===== src/hdl/apple2_glue_pkg.sv =====
// Status bit positions, width typedefs, config and joystick structs, HDD request state enum
package apple2_glue_pkg;

	// ==================================================
	// Width types
	// ==================================================
	typedef logic [31:0] host_status_t;
	typedef logic [63:0] disk_size_t;
	// Display mode: 0 colour, 1 black and white, 2 green, 3 amber
	typedef logic [1:0]  screen_mode_t;
	typedef logic [1:0]  palette_t;
	typedef logic [15:0] joy_analog_t;
	typedef logic [5:0]  joy_digital_t;
	typedef logic [7:0]  paddle_t;

	localparam screen_mode_t SCREEN_COLOR = 2'd0;

	// ==================================================
	// Host status word bit map
	// ==================================================
	localparam int ST_COLD_RESET  = 0;
	// Option bits below are active low on the host side
	localparam int ST_MB_DISABLE  = 4;
	localparam int ST_CPU_SEL     = 5;
	localparam int ST_ANALOG_SWAP = 6;
	localparam int ST_STEREO_LO   = 7;
	localparam int ST_STEREO_HI   = 8;
	// Scandoubler effect field, 0 none, 1 HQ2x, 2..4 scanline levels
	localparam int ST_FX_LO       = 9;
	localparam int ST_FX_HI       = 11;
	localparam int ST_PADDLE_X    = 17;
	localparam int ST_PADDLE_Y    = 18;
	localparam int ST_DISPLAY_LO  = 19;
	localparam int ST_DISPLAY_HI  = 20;
	localparam int ST_TEXT_ART    = 21;
	localparam int ST_PAL_MODE    = 22;
	localparam int ST_ROM_SEL     = 23;
	localparam int ST_PALETTE_LO  = 24;
	localparam int ST_PALETTE_HI  = 25;
	localparam int ST_D1_WP       = 26;
	localparam int ST_D2_WP       = 27;

	// ==================================================
	// Structs and state
	// ==================================================
	typedef struct packed {
		logic         cpu_65c02;
		logic         pal_mode;
		logic         rom_us;
		logic         mb_enabled;
		screen_mode_t screen_mode;
		palette_t     palette;
		logic         text_color;
		logic         d1_wp;
		logic         d2_wp;
		logic [1:0]   stereo_mix;
		logic         hq2x;
	} machine_cfg_t;

	typedef struct packed {
		joy_digital_t digital;
		joy_analog_t  analog;
	} joy_out_t;

	typedef enum logic {
		HDD_IDLE,
		HDD_BUSY
	} hdd_state_e;

endpackage


===== src/hdl/apple2_host_glue.sv =====
// Host glue top level with status decode, mount tracking, HDD sequencer and display writeback
module apple2_host_glue
	import apple2_glue_pkg::*;
#(
	parameter int NUM_FLOPPY = 2
)
(
	input  logic                  clk_sys,
	input  logic                  dd_reset,
	// Host status and controllers
	input  host_status_t          status,
	input  joy_digital_t          joystick_0,
	input  joy_analog_t           joystick_a0,
	input  paddle_t               paddle_0,
	output machine_cfg_t          cfg,
	output joy_out_t              joy,
	output logic [1:0]            vga_sl,
	// Image mounts
	input  logic [NUM_FLOPPY:0]   img_mounted,
	input  disk_size_t            img_size,
	input  logic                  img_readonly,
	output logic [NUM_FLOPPY-1:0] disk_mount,
	output logic [NUM_FLOPPY-1:0] disk_change,
	output logic                  hdd_mounted,
	output logic                  hdd_protect,
	// Hard disk requests
	input  logic                  hdd_read,
	input  logic                  hdd_write,
	input  logic                  sd_ack_hdd,
	output logic                  sd_rd_hdd,
	output logic                  sd_wr_hdd,
	output logic                  cpu_wait,
	// Display writeback
	input  logic                  video_toggle,
	input  logic                  palette_toggle,
	output logic                  status_set,
	output host_status_t          status_in
);

	// ==================================================
	// Decode
	// ==================================================
	host_status_decode decode_i (
		.clk_sys     (clk_sys),
		.dd_reset    (dd_reset),
		.status      (status),
		.joystick_0  (joystick_0),
		.joystick_a0 (joystick_a0),
		.paddle_0    (paddle_0),
		.cfg         (cfg),
		.joy         (joy),
		.vga_sl      (vga_sl)
	);

	// ==================================================
	// Execute
	// ==================================================
	image_mount_track #(
		.NUM_FLOPPY (NUM_FLOPPY)
	) mount_i (
		.clk_sys      (clk_sys),
		.dd_reset     (dd_reset),
		.img_mounted  (img_mounted),
		.img_size     (img_size),
		.img_readonly (img_readonly),
		.disk_mount   (disk_mount),
		.disk_change  (disk_change),
		.hdd_mounted  (hdd_mounted),
		.hdd_protect  (hdd_protect)
	);

	// Mount flag gates the request pulses
	hdd_request_ctrl hdd_i (
		.clk_sys     (clk_sys),
		.dd_reset    (dd_reset),
		.hdd_read    (hdd_read),
		.hdd_write   (hdd_write),
		.hdd_mounted (hdd_mounted),
		.sd_ack_hdd  (sd_ack_hdd),
		.sd_rd_hdd   (sd_rd_hdd),
		.sd_wr_hdd   (sd_wr_hdd),
		.cpu_wait    (cpu_wait)
	);

	// ==================================================
	// Result
	// ==================================================
	display_mode_cycle display_i (
		.clk_sys        (clk_sys),
		.dd_reset       (dd_reset),
		.status         (status),
		.video_toggle   (video_toggle),
		.palette_toggle (palette_toggle),
		.status_set     (status_set),
		.status_in      (status_in)
	);

endmodule


===== src/hdl/display_mode_cycle.sv =====
// Keyboard toggle edge detect and status writeback for display mode and palette
module display_mode_cycle
	import apple2_glue_pkg::*;
(
	input  logic         clk_sys,
	input  logic         dd_reset,
	input  host_status_t status,
	input  logic         video_toggle,
	input  logic         palette_toggle,
	output logic         status_set,
	output host_status_t status_in
);

	logic         video_q;
	logic         palette_q;
	logic         video_chg;
	logic         palette_chg;
	screen_mode_t mode_next;
	palette_t     pal_next;
	host_status_t word_next;

	assign video_chg   = video_toggle != video_q;
	assign palette_chg = palette_toggle != palette_q;

	always_comb begin
		mode_next = status[ST_DISPLAY_HI:ST_DISPLAY_LO];
		pal_next  = status[ST_PALETTE_HI:ST_PALETTE_LO];
		if (video_chg) begin
			mode_next = status[ST_DISPLAY_HI:ST_DISPLAY_LO] + 2'd1;
		end
		// New palette is only visible in colour, so it overrides the mode step
		if (palette_chg) begin
			pal_next  = status[ST_PALETTE_HI:ST_PALETTE_LO] + 2'd1;
			mode_next = SCREEN_COLOR;
		end
		word_next = status;
		word_next[ST_DISPLAY_HI:ST_DISPLAY_LO] = mode_next;
		word_next[ST_PALETTE_HI:ST_PALETTE_LO] = pal_next;
	end

	always_ff @(posedge clk_sys) begin
		status_in <= word_next;
		if (dd_reset) begin
			video_q    <= 1'b0;
			palette_q  <= 1'b0;
			status_set <= 1'b0;
		end else begin
			video_q    <= video_toggle;
			palette_q  <= palette_toggle;
			status_set <= video_chg | palette_chg;
		end
	end

endmodule


===== src/hdl/hdd_request_ctrl.sv =====
// Hard disk sector request sequencer with CPU wait
module hdd_request_ctrl
	import apple2_glue_pkg::*;
(
	input  logic clk_sys,
	input  logic dd_reset,
	input  logic hdd_read,
	input  logic hdd_write,
	input  logic hdd_mounted,
	input  logic sd_ack_hdd,
	output logic sd_rd_hdd,
	output logic sd_wr_hdd,
	output logic cpu_wait
);

	hdd_state_e state;
	logic       ack_q;
	logic       ack_rise;
	logic       ack_fall;
	logic       rd_req;
	logic       wr_req;
	logic       rd_pend;
	logic       wr_pend;

	// Requests with no image behind them go nowhere
	assign rd_req = hdd_read & hdd_mounted;
	assign wr_req = hdd_write & hdd_mounted;

	assign ack_rise = ~ack_q & sd_ack_hdd;
	assign ack_fall = ack_q & ~sd_ack_hdd;

	// ==================================================
	// Request sequencer
	// ==================================================
	// Host raises ack while it serves the sector and drops it when done.
	// Rise retires the request, fall lets the CPU run again.
	always_ff @(posedge clk_sys) begin
		if (dd_reset) begin
			state     <= HDD_IDLE;
			ack_q     <= 1'b0;
			rd_pend   <= 1'b0;
			wr_pend   <= 1'b0;
			sd_rd_hdd <= 1'b0;
			sd_wr_hdd <= 1'b0;
			cpu_wait  <= 1'b0;
		end else begin
			ack_q   <= sd_ack_hdd;
			rd_pend <= rd_pend | rd_req;
			wr_pend <= wr_pend | wr_req;

			case (state)
				HDD_IDLE: begin
					if (rd_pend | wr_pend) begin
						state     <= HDD_BUSY;
						// Both levels may go up together
						sd_rd_hdd <= rd_pend;
						sd_wr_hdd <= wr_pend;
						cpu_wait  <= 1'b1;
					end
				end
				HDD_BUSY: begin
					if (ack_rise) begin
						rd_pend   <= 1'b0;
						wr_pend   <= 1'b0;
						sd_rd_hdd <= 1'b0;
						sd_wr_hdd <= 1'b0;
					end else if (ack_fall) begin
						state    <= HDD_IDLE;
						cpu_wait <= 1'b0;
					end
				end
				default: begin
					state <= HDD_IDLE;
				end
			endcase
		end
	end

endmodule


===== src/hdl/host_status_decode.sv =====
// Status word decode into machine settings, scanline level and joystick mapping
module host_status_decode
	import apple2_glue_pkg::*;
(
	input  logic         clk_sys,
	input  logic         dd_reset,
	input  host_status_t status,
	input  joy_digital_t joystick_0,
	input  joy_analog_t  joystick_a0,
	input  paddle_t      paddle_0,
	output machine_cfg_t cfg,
	output joy_out_t     joy,
	output logic [1:0]   vga_sl
);

	logic [2:0]   fx;
	logic [2:0]   sl_full;
	screen_mode_t mode;
	machine_cfg_t cfg_next;
	paddle_t      pdl;
	joy_analog_t  joys;
	joy_out_t     joy_next;

	assign fx   = status[ST_FX_HI:ST_FX_LO];
	assign mode = status[ST_DISPLAY_HI:ST_DISPLAY_LO];

	// Scanline level is the effect field minus one, floored at zero
	assign sl_full = (fx != 3'd0) ? fx - 3'd1 : 3'd0;

	// ==================================================
	// Machine settings
	// ==================================================
	always_comb begin
		cfg_next.cpu_65c02   = ~status[ST_CPU_SEL];
		cfg_next.pal_mode    = status[ST_PAL_MODE];
		cfg_next.rom_us      = ~status[ST_ROM_SEL];
		cfg_next.mb_enabled  = ~status[ST_MB_DISABLE];
		cfg_next.screen_mode = mode;
		cfg_next.palette     = status[ST_PALETTE_HI:ST_PALETTE_LO];
		// Lo-res artifacting only makes sense in colour mode
		cfg_next.text_color  = (mode == SCREEN_COLOR) && status[ST_TEXT_ART];
		cfg_next.d1_wp       = status[ST_D1_WP];
		cfg_next.d2_wp       = status[ST_D2_WP];
		cfg_next.stereo_mix  = status[ST_STEREO_HI:ST_STEREO_LO];
		cfg_next.hq2x        = (fx == 3'd1);
	end

	// ==================================================
	// Joystick and paddle mapping
	// ==================================================
	assign pdl  = {~paddle_0[7], paddle_0[6:0]};
	// Host delivers Y in the high byte, so swap by default
	assign joys = status[ST_ANALOG_SWAP] ? joystick_a0 : {joystick_a0[7:0], joystick_a0[15:8]};

	always_comb begin
		joy_next.analog[15:8] = status[ST_PADDLE_X] ? pdl : joys[15:8];
		joy_next.analog[7:0]  = status[ST_PADDLE_Y] ? pdl : joys[7:0];
		// Direction buttons are dropped while the stick is deflected on that axis
		joy_next.digital = joystick_0 & {2'b11, {2{~|joys[7:0]}}, {2{~|joys[15:8]}}};
	end

	// Decoded outputs follow the status word one cycle later
	always_ff @(posedge clk_sys) begin
		cfg <= cfg_next;
		joy <= joy_next;
		if (dd_reset) begin
			vga_sl <= 2'd0;
		end else begin
			vga_sl <= sl_full[1:0];
		end
	end

endmodule


===== src/hdl/image_mount_track.sv =====
// Floppy mount and change flags, hard disk mount and protect flags
module image_mount_track
	import apple2_glue_pkg::*;
#(
	parameter int NUM_FLOPPY = 2
)
(
	input  logic                  clk_sys,
	input  logic                  dd_reset,
	input  logic [NUM_FLOPPY:0]   img_mounted,
	input  disk_size_t            img_size,
	input  logic                  img_readonly,
	output logic [NUM_FLOPPY-1:0] disk_mount,
	output logic [NUM_FLOPPY-1:0] disk_change,
	output logic                  hdd_mounted,
	output logic                  hdd_protect
);

	// Hard disk sits above the floppy units in the mount vector
	localparam int HDD_UNIT = NUM_FLOPPY;

	logic size_nonzero;

	assign size_nonzero = (img_size != '0);

	always_ff @(posedge clk_sys) begin
		if (dd_reset) begin
			disk_mount  <= '0;
			disk_change <= '0;
			hdd_mounted <= 1'b0;
			hdd_protect <= 1'b0;
		end else begin
			for (int i = 0; i < NUM_FLOPPY; i++) begin
				if (img_mounted[i]) begin
					disk_mount[i]  <= size_nonzero;
					// Floppy controller watches this bit for any edge
					disk_change[i] <= ~disk_change[i];
				end
			end
			if (img_mounted[HDD_UNIT]) begin
				hdd_mounted <= size_nonzero;
				hdd_protect <= img_readonly;
			end
		end
	end

endmodule


===== config.mk =====
export PLATFORM = sky130hd
export DESIGN_NAME = apple2_host_glue
export DESIGN_NICKNAME = d
export VERILOG_FILES = /design/src/hdl/apple2_glue_pkg.sv /design/src/hdl/apple2_host_glue.sv /design/src/hdl/display_mode_cycle.sv /design/src/hdl/hdd_request_ctrl.sv /design/src/hdl/host_status_decode.sv /design/src/hdl/image_mount_track.sv
export SDC_FILE = /design/constraint.sdc
export NUM_CORES = 1
export LEC_CHECK = 0
export BUFFER_PORTS_ARGS = -buffer_cell sky130_fd_sc_hd__buf_2
export CAP_MARGIN = 20
export CORE_MARGIN = 2
export CORE_UTILIZATION = 34
export CTS_CLUSTER_DIAMETER = 120
export DETAILED_ROUTE_END_ITERATION = 6
export GPL_TIMING_DRIVEN = 0
export HOLD_SLACK_MARGIN = 0.08
export PLACE_DENSITY_LB_ADDON = 0.12
export SYNTH_ARGS = -nofsm -noshare
export SYNTH_HDL_FRONTEND = slang
export SYNTH_SLANG_ARGS = --single-unit

===== constraint.sdc =====
create_clock -name clk_sys -period 1.05 [get_ports clk_sys]
set_input_delay 0.1575 -clock clk_sys [delete_from_list [all_inputs] [get_ports clk_sys]]
set_output_delay 0.1575 -clock clk_sys [all_outputs]
set_load 0.02 [all_outputs]

* Word level (Yosys, flattened, before mapping)
Index checks and enable logic that the tools add are counted.
** Word-level totals
- Bits in read-only memories :: 0
- Bits in registers :: 86
- Output and inout port bits :: 80
- Memory bits (writable) :: 0
- Memories :: 0
- Bits in latches :: 0
** Operators by class
- Shifts and indexed selects :: 0
- Order comparisons :: 0
- Reduce and logical (&&, ||, !) cells :: 11
- Bitwise logic cells :: 19
- Div/mod/pow operators :: 0
- Eq/ne operators :: 7
- Mux-type cells :: 22
- Add/sub/neg operators :: 3
- Multipliers :: 0
** Operators by type and width (count)
- nonzero test 64 bit :: 1
- 2-to-1 mux 16 bit :: 1
- 2-to-1 mux 8 bit :: 2
- OR reduction 8 bit :: 2
- 2-to-1 mux 1 bit :: 13
- NOT 1 bit :: 10
- one-hot mux 1 bit (2 select lines) :: 4
- AND 6 bit :: 1
- inequality test 2 bit, second input constant :: 3
- adder 2 x 1 -> 2 bit, second input constant :: 2
- AND 1 bit :: 4
- 2-to-1 mux 2 bit :: 2
- bitwise OR 1 bit :: 4
- == test 3 x 1 -> 1 bit, second input constant :: 1
- AND reduction 3 bit :: 1
- nonzero test 3 bit :: 1
- logical NOT 1 bit :: 2
- logical NOT 2 bit :: 1
- inequality test 1 bit :: 2
- inequality test 2 x 1 -> 1 bit, second input constant :: 1
- AND reduction 2 bit :: 1
- OR reduction 2 bit :: 1
- subtractor 2 x 1 -> 2 bit, second input constant :: 1
- logical AND 1 bit :: 1

* Depth between registers and ports, before layout
- Word-level depth :: 5
- Depth in mapped cells :: 4

* Hierarchy
From an unflattened synthesis, not the netlist that was laid out.
** Unflattened totals
- Cells, all modules :: 242
- Area total of the unflattened synthesis :: 2757.6 um^2
** Modules (own cells, without submodules)
- host_status_decode :: sequential area each 760.7 um^2, cells each 124, area an instance 1336.3 um^2, instances 1
- display_mode_cycle :: sequential area each 700.7 um^2, cells each 51, area an instance 800.8 um^2, instances 1
- image_mount_track :: sequential area each 120.1 um^2, cells each 39, area an instance 336.6 um^2, instances 1
- hdd_request_ctrl :: sequential area each 140.1 um^2, cells each 28, area an instance 284.0 um^2, instances 1

* Least setup slack after synthesis
Ideal clock, no wire load.
- Path kind :: input -> register
- Start :: input img_size[8]
- End :: register mount_i.disk_mount[1]
- Stages on the path :: 4
- Setup slack :: -63 ps
- Data required time :: 916 ps
- Path buffers :: 0
- Data arrival time :: 980 ps
- Cells stage by stage :: nor4_1 nand4_1 nor4_2 a211oi_1
** On the way
- Cells in the longest elaborated chain, start to end :: 1
** Ends and longest elaborated chain
- start: declaration :: line apple2_host_glue.sv:20 : input disk_size_t img_size,
- nonzero test 64 bit :: line image_mount_track.sv:24 : assign size_nonzero = (img_size != '0);
- end signal: indexed assignment :: line image_mount_track.sv:35 : disk_mount[i] <= size_nonzero;
- end: declaration :: line image_mount_track.sv:13 : output logic [NUM_FLOPPY-1:0] disk_mount,
No other way between the ends.
A chain may end at the register's enable or synchronous reset.

* Worst setup path in the final report
- Start :: input img_size[3]
- End :: register mount_i.disk_mount[0]
The elaborated chain is that of the path after synthesis.

==> reports/results.ini <==
[final_layout]
final_common_cell=buf_2
layout_common_cells=buf_2 (199), dfxtp_1 (70), dlygate4sd3_1 (54)
layout-drive-gt1-share_pct=50.87
final_nets=653
final_cell_count_no_fill=616
areaGrowthSynthToFinish_pct=85.01
diodes=0

[critical_path]
ff2ff_path_depth=3
crit_path_end_kind=flip-flop
crit_required_ps=1260
cp_max_fo=3
cp-start-kind=primary input
critPathKind=in2reg
worstPathArrival_ps=1280

[routing]
routed_wl_microns=8329
drtIter0Drc=58
first_pass_iters=4
via_per_inst=4.386
drtAntennaViolNets=0
wire_per_inst_microns=13.52
num_vias=2702
drc=0

[place]
pre_cts_ws_ps=-381.3
dp.final_hpwl_microns=5893
place.gp.congestion=0.7673
dp.cells=552
portBuffers=216

[power]
p_sw_w=0.001859
combinationalPowerShare_pct=18.2
power_density_nw_per_um2=1499
vdd_drop_max_uv=746.8
totalPowerFinal_w=0.007108
p_int_w=0.005250
pwr-share-seq_pct=47.3
power.share.clock_pct=34.5
switching_share_pct=26.15
power_leakage_nw=2.320

[timing]
slew_headroom_pct=66.19
whs_ps=110.8
tightestPinTransition_ps=507.2
layout_min_cycle_time_ps=1071
hold_viol_final=0
clock.fmax_ghz=0.9334
finClkSkew_ps=7.595
rsz0062_at_grt=yes
fin_ws_ps=-21.34
post-route-period-util_pct=102.0
setup_viol=4
drv_slew=0

[floorplan]
rows=31
die_h_microns=90.82
initial_core_util_pct=35.14
core_sq_um=7292
dieArea_sq_um=8247
fp.dieW_microns=90.82
io_pins=217

[global_route]
antenna_found_initial=0
grt-ovfl-total=0
grtUsageTotal_pct=19.49
grt_pass1_wl_microns=12920
grt_max_degree=15
first_global_vias=2753

[clock_tree]
cts_made_buffers=9
cts_tree=yes
clk_latency_ps=340
max-clock-path-buffers=2
post-cts-setup-buffers=0
clkSlewWorstSetupHoldPaths_ps=80
clock-sinks=81
cts_htree_levels=3
cts_root_buf=clkbuf_8

[worst_hold_path]
worstHoldPathType=in2reg
hold_path_depth=3

[logic_synthesis]
ys_seq_area_share_pct=63.28
synth-seq-cells=81
synth_edf_count=0
syn-instance-count=237
synth.distinct_cells=25
syn_nets=377
syn_area_per_cell_sq_um=10.81
ys.warnings.count=0
synth_flop_cell=dfxtp_1
syn-cell-area_sq_um=2562
async_reset_ff_share_pct=0

[outcome]
outcome=complete, but fails checks
violations=setup timing

[job]
maxCapViolations=0

## critical path: stages
cell	delay (ps)
buf_2	110
nor4_2	290
nand4_1	200
nor4_4	400
a211oi_1	130
## timing repair
action,4_1_cts,5_1_grt
endpoints found under the setup margin,10,15
gates resized for setup,21,35
hold buffers,56,0
pin swaps,0,9
endpoints found under the hold margin,73,0
## power groups by stage
stage / registers (W) / logic, W / clock network (W)
after floorplan: 0.00367 / 0.000258 / 0
after global placement: 0.00342 / 0.00105 / 0
after detailed placement: 0.00342 / 0.00107 / 0
after CTS: 0.00335 / 0.00124 / 0.00252
after global routing: 0.00339 / 0.00140 / 0.00267
final: 0.00336 / 0.00130 / 0.00245
## routing by layer
layer	up-vias	GRT usage, %	share of wire, %
li1	1366	-	-
met1	1197	22.66	40
met2	127	33.58	50
met3	12	4.841	7.9
met4	0	9.217	2.0
met5	-	0	0
## state kept, by name, summed over array words and instances (netlist names), 2 cells and up
register	flops
decode_i.vga_sl	2
decode_i.cfg	10
display_i.status_in	31
mount_i.disk_mount	2
mount_i.disk_change	2
decode_i.joy	22
## worst paths after layout
check | slack [ps] | to | startpoint
worst max-delay path | -20 | mount_i.disk_mount[0]$_SDFFE_PP0P_ | img_size[3]
worst min-delay path | 110 | display_i.status_in[19]$_SDFF_PP0_ | status[19]
worst max register to register | 70 | display_i.status_in[25]$_DFF_P_ | display_i.palette_q$_SDFF_PP0_
worst min register to register | 490 | hdd_i.sd_wr_hdd$_SDFFE_PP0P_ | hdd_i.sd_wr_hdd$_SDFFE_PP0P_
## synthesized netlist by cell type, drive strengths merged, types with 2 or more instances
| cell | instances | area share [%] |
|---|---|---|
| a211oi | 5 | 1.5 |
| a21oi | 8 | 1.6 |
| and2 | 5 | 1.2 |
| buf | 7 | 1.9 |
| clkbuf | 3 | 0.44 |
| dfxtp | 81 | 63 |
| ha | 3 | 1.5 |
| inv | 8 | 1.2 |
| mux2i | 15 | 5.9 |
| nand2 | 18 | 2.6 |
| nand3 | 2 | 0.39 |
| nand4 | 4 | 0.98 |
| nor2 | 21 | 3.1 |
| nor2b | 8 | 2.0 |
| nor4 | 21 | 5.6 |
| o21ai | 16 | 3.1 |
| xnor2 | 4 | 1.4 |
| xor2 | 3 | 1.0 |
## through the flow
step	util, %	instance area, sq um	TNS [ps]
after floorplan	-	2599	-159.3
after global placement	52.16	3804	-1579
after detailed placement	52.16	3804	-1777
after CTS	63.28	4614	-11.90
after global routing	65.01	4741	-186.9
final	65.01	4741	-60.83
## layout make-up
| cell class | count | area [sq um] |
|---|---|---|
| sequential | 81 | 1638 |
| tap | 99 | 123.9 |
| fill | 613 | 2551 |
| clock inverter | 6 | 93.84 |
| buffer | 6 | 32.53 |
| multi-input combinational | 138 | 997.2 |
| timing repair buffer | 269 | 1702 |
| inverter | 8 | 30.03 |
| clock buffer | 9 | 123.9 |
## kinds of logic (layout without fill, tap and decap cells)
logic type / after synthesis / count (layout) / synth area share [%]
flops: 81 / 81 / 63.28
xor+xnor: 7 / 7 / 2.393
fa+ha+maj: 3 / 3 / 1.465
buf+inv: 18 / 298 / 3.467
simple gates: 80 / 80 / 16.16
mux: 15 / 15 / 5.859
compound gates: 33 / 33 / 7.374
Note: power is estimated with default switching activity, not from simulation.
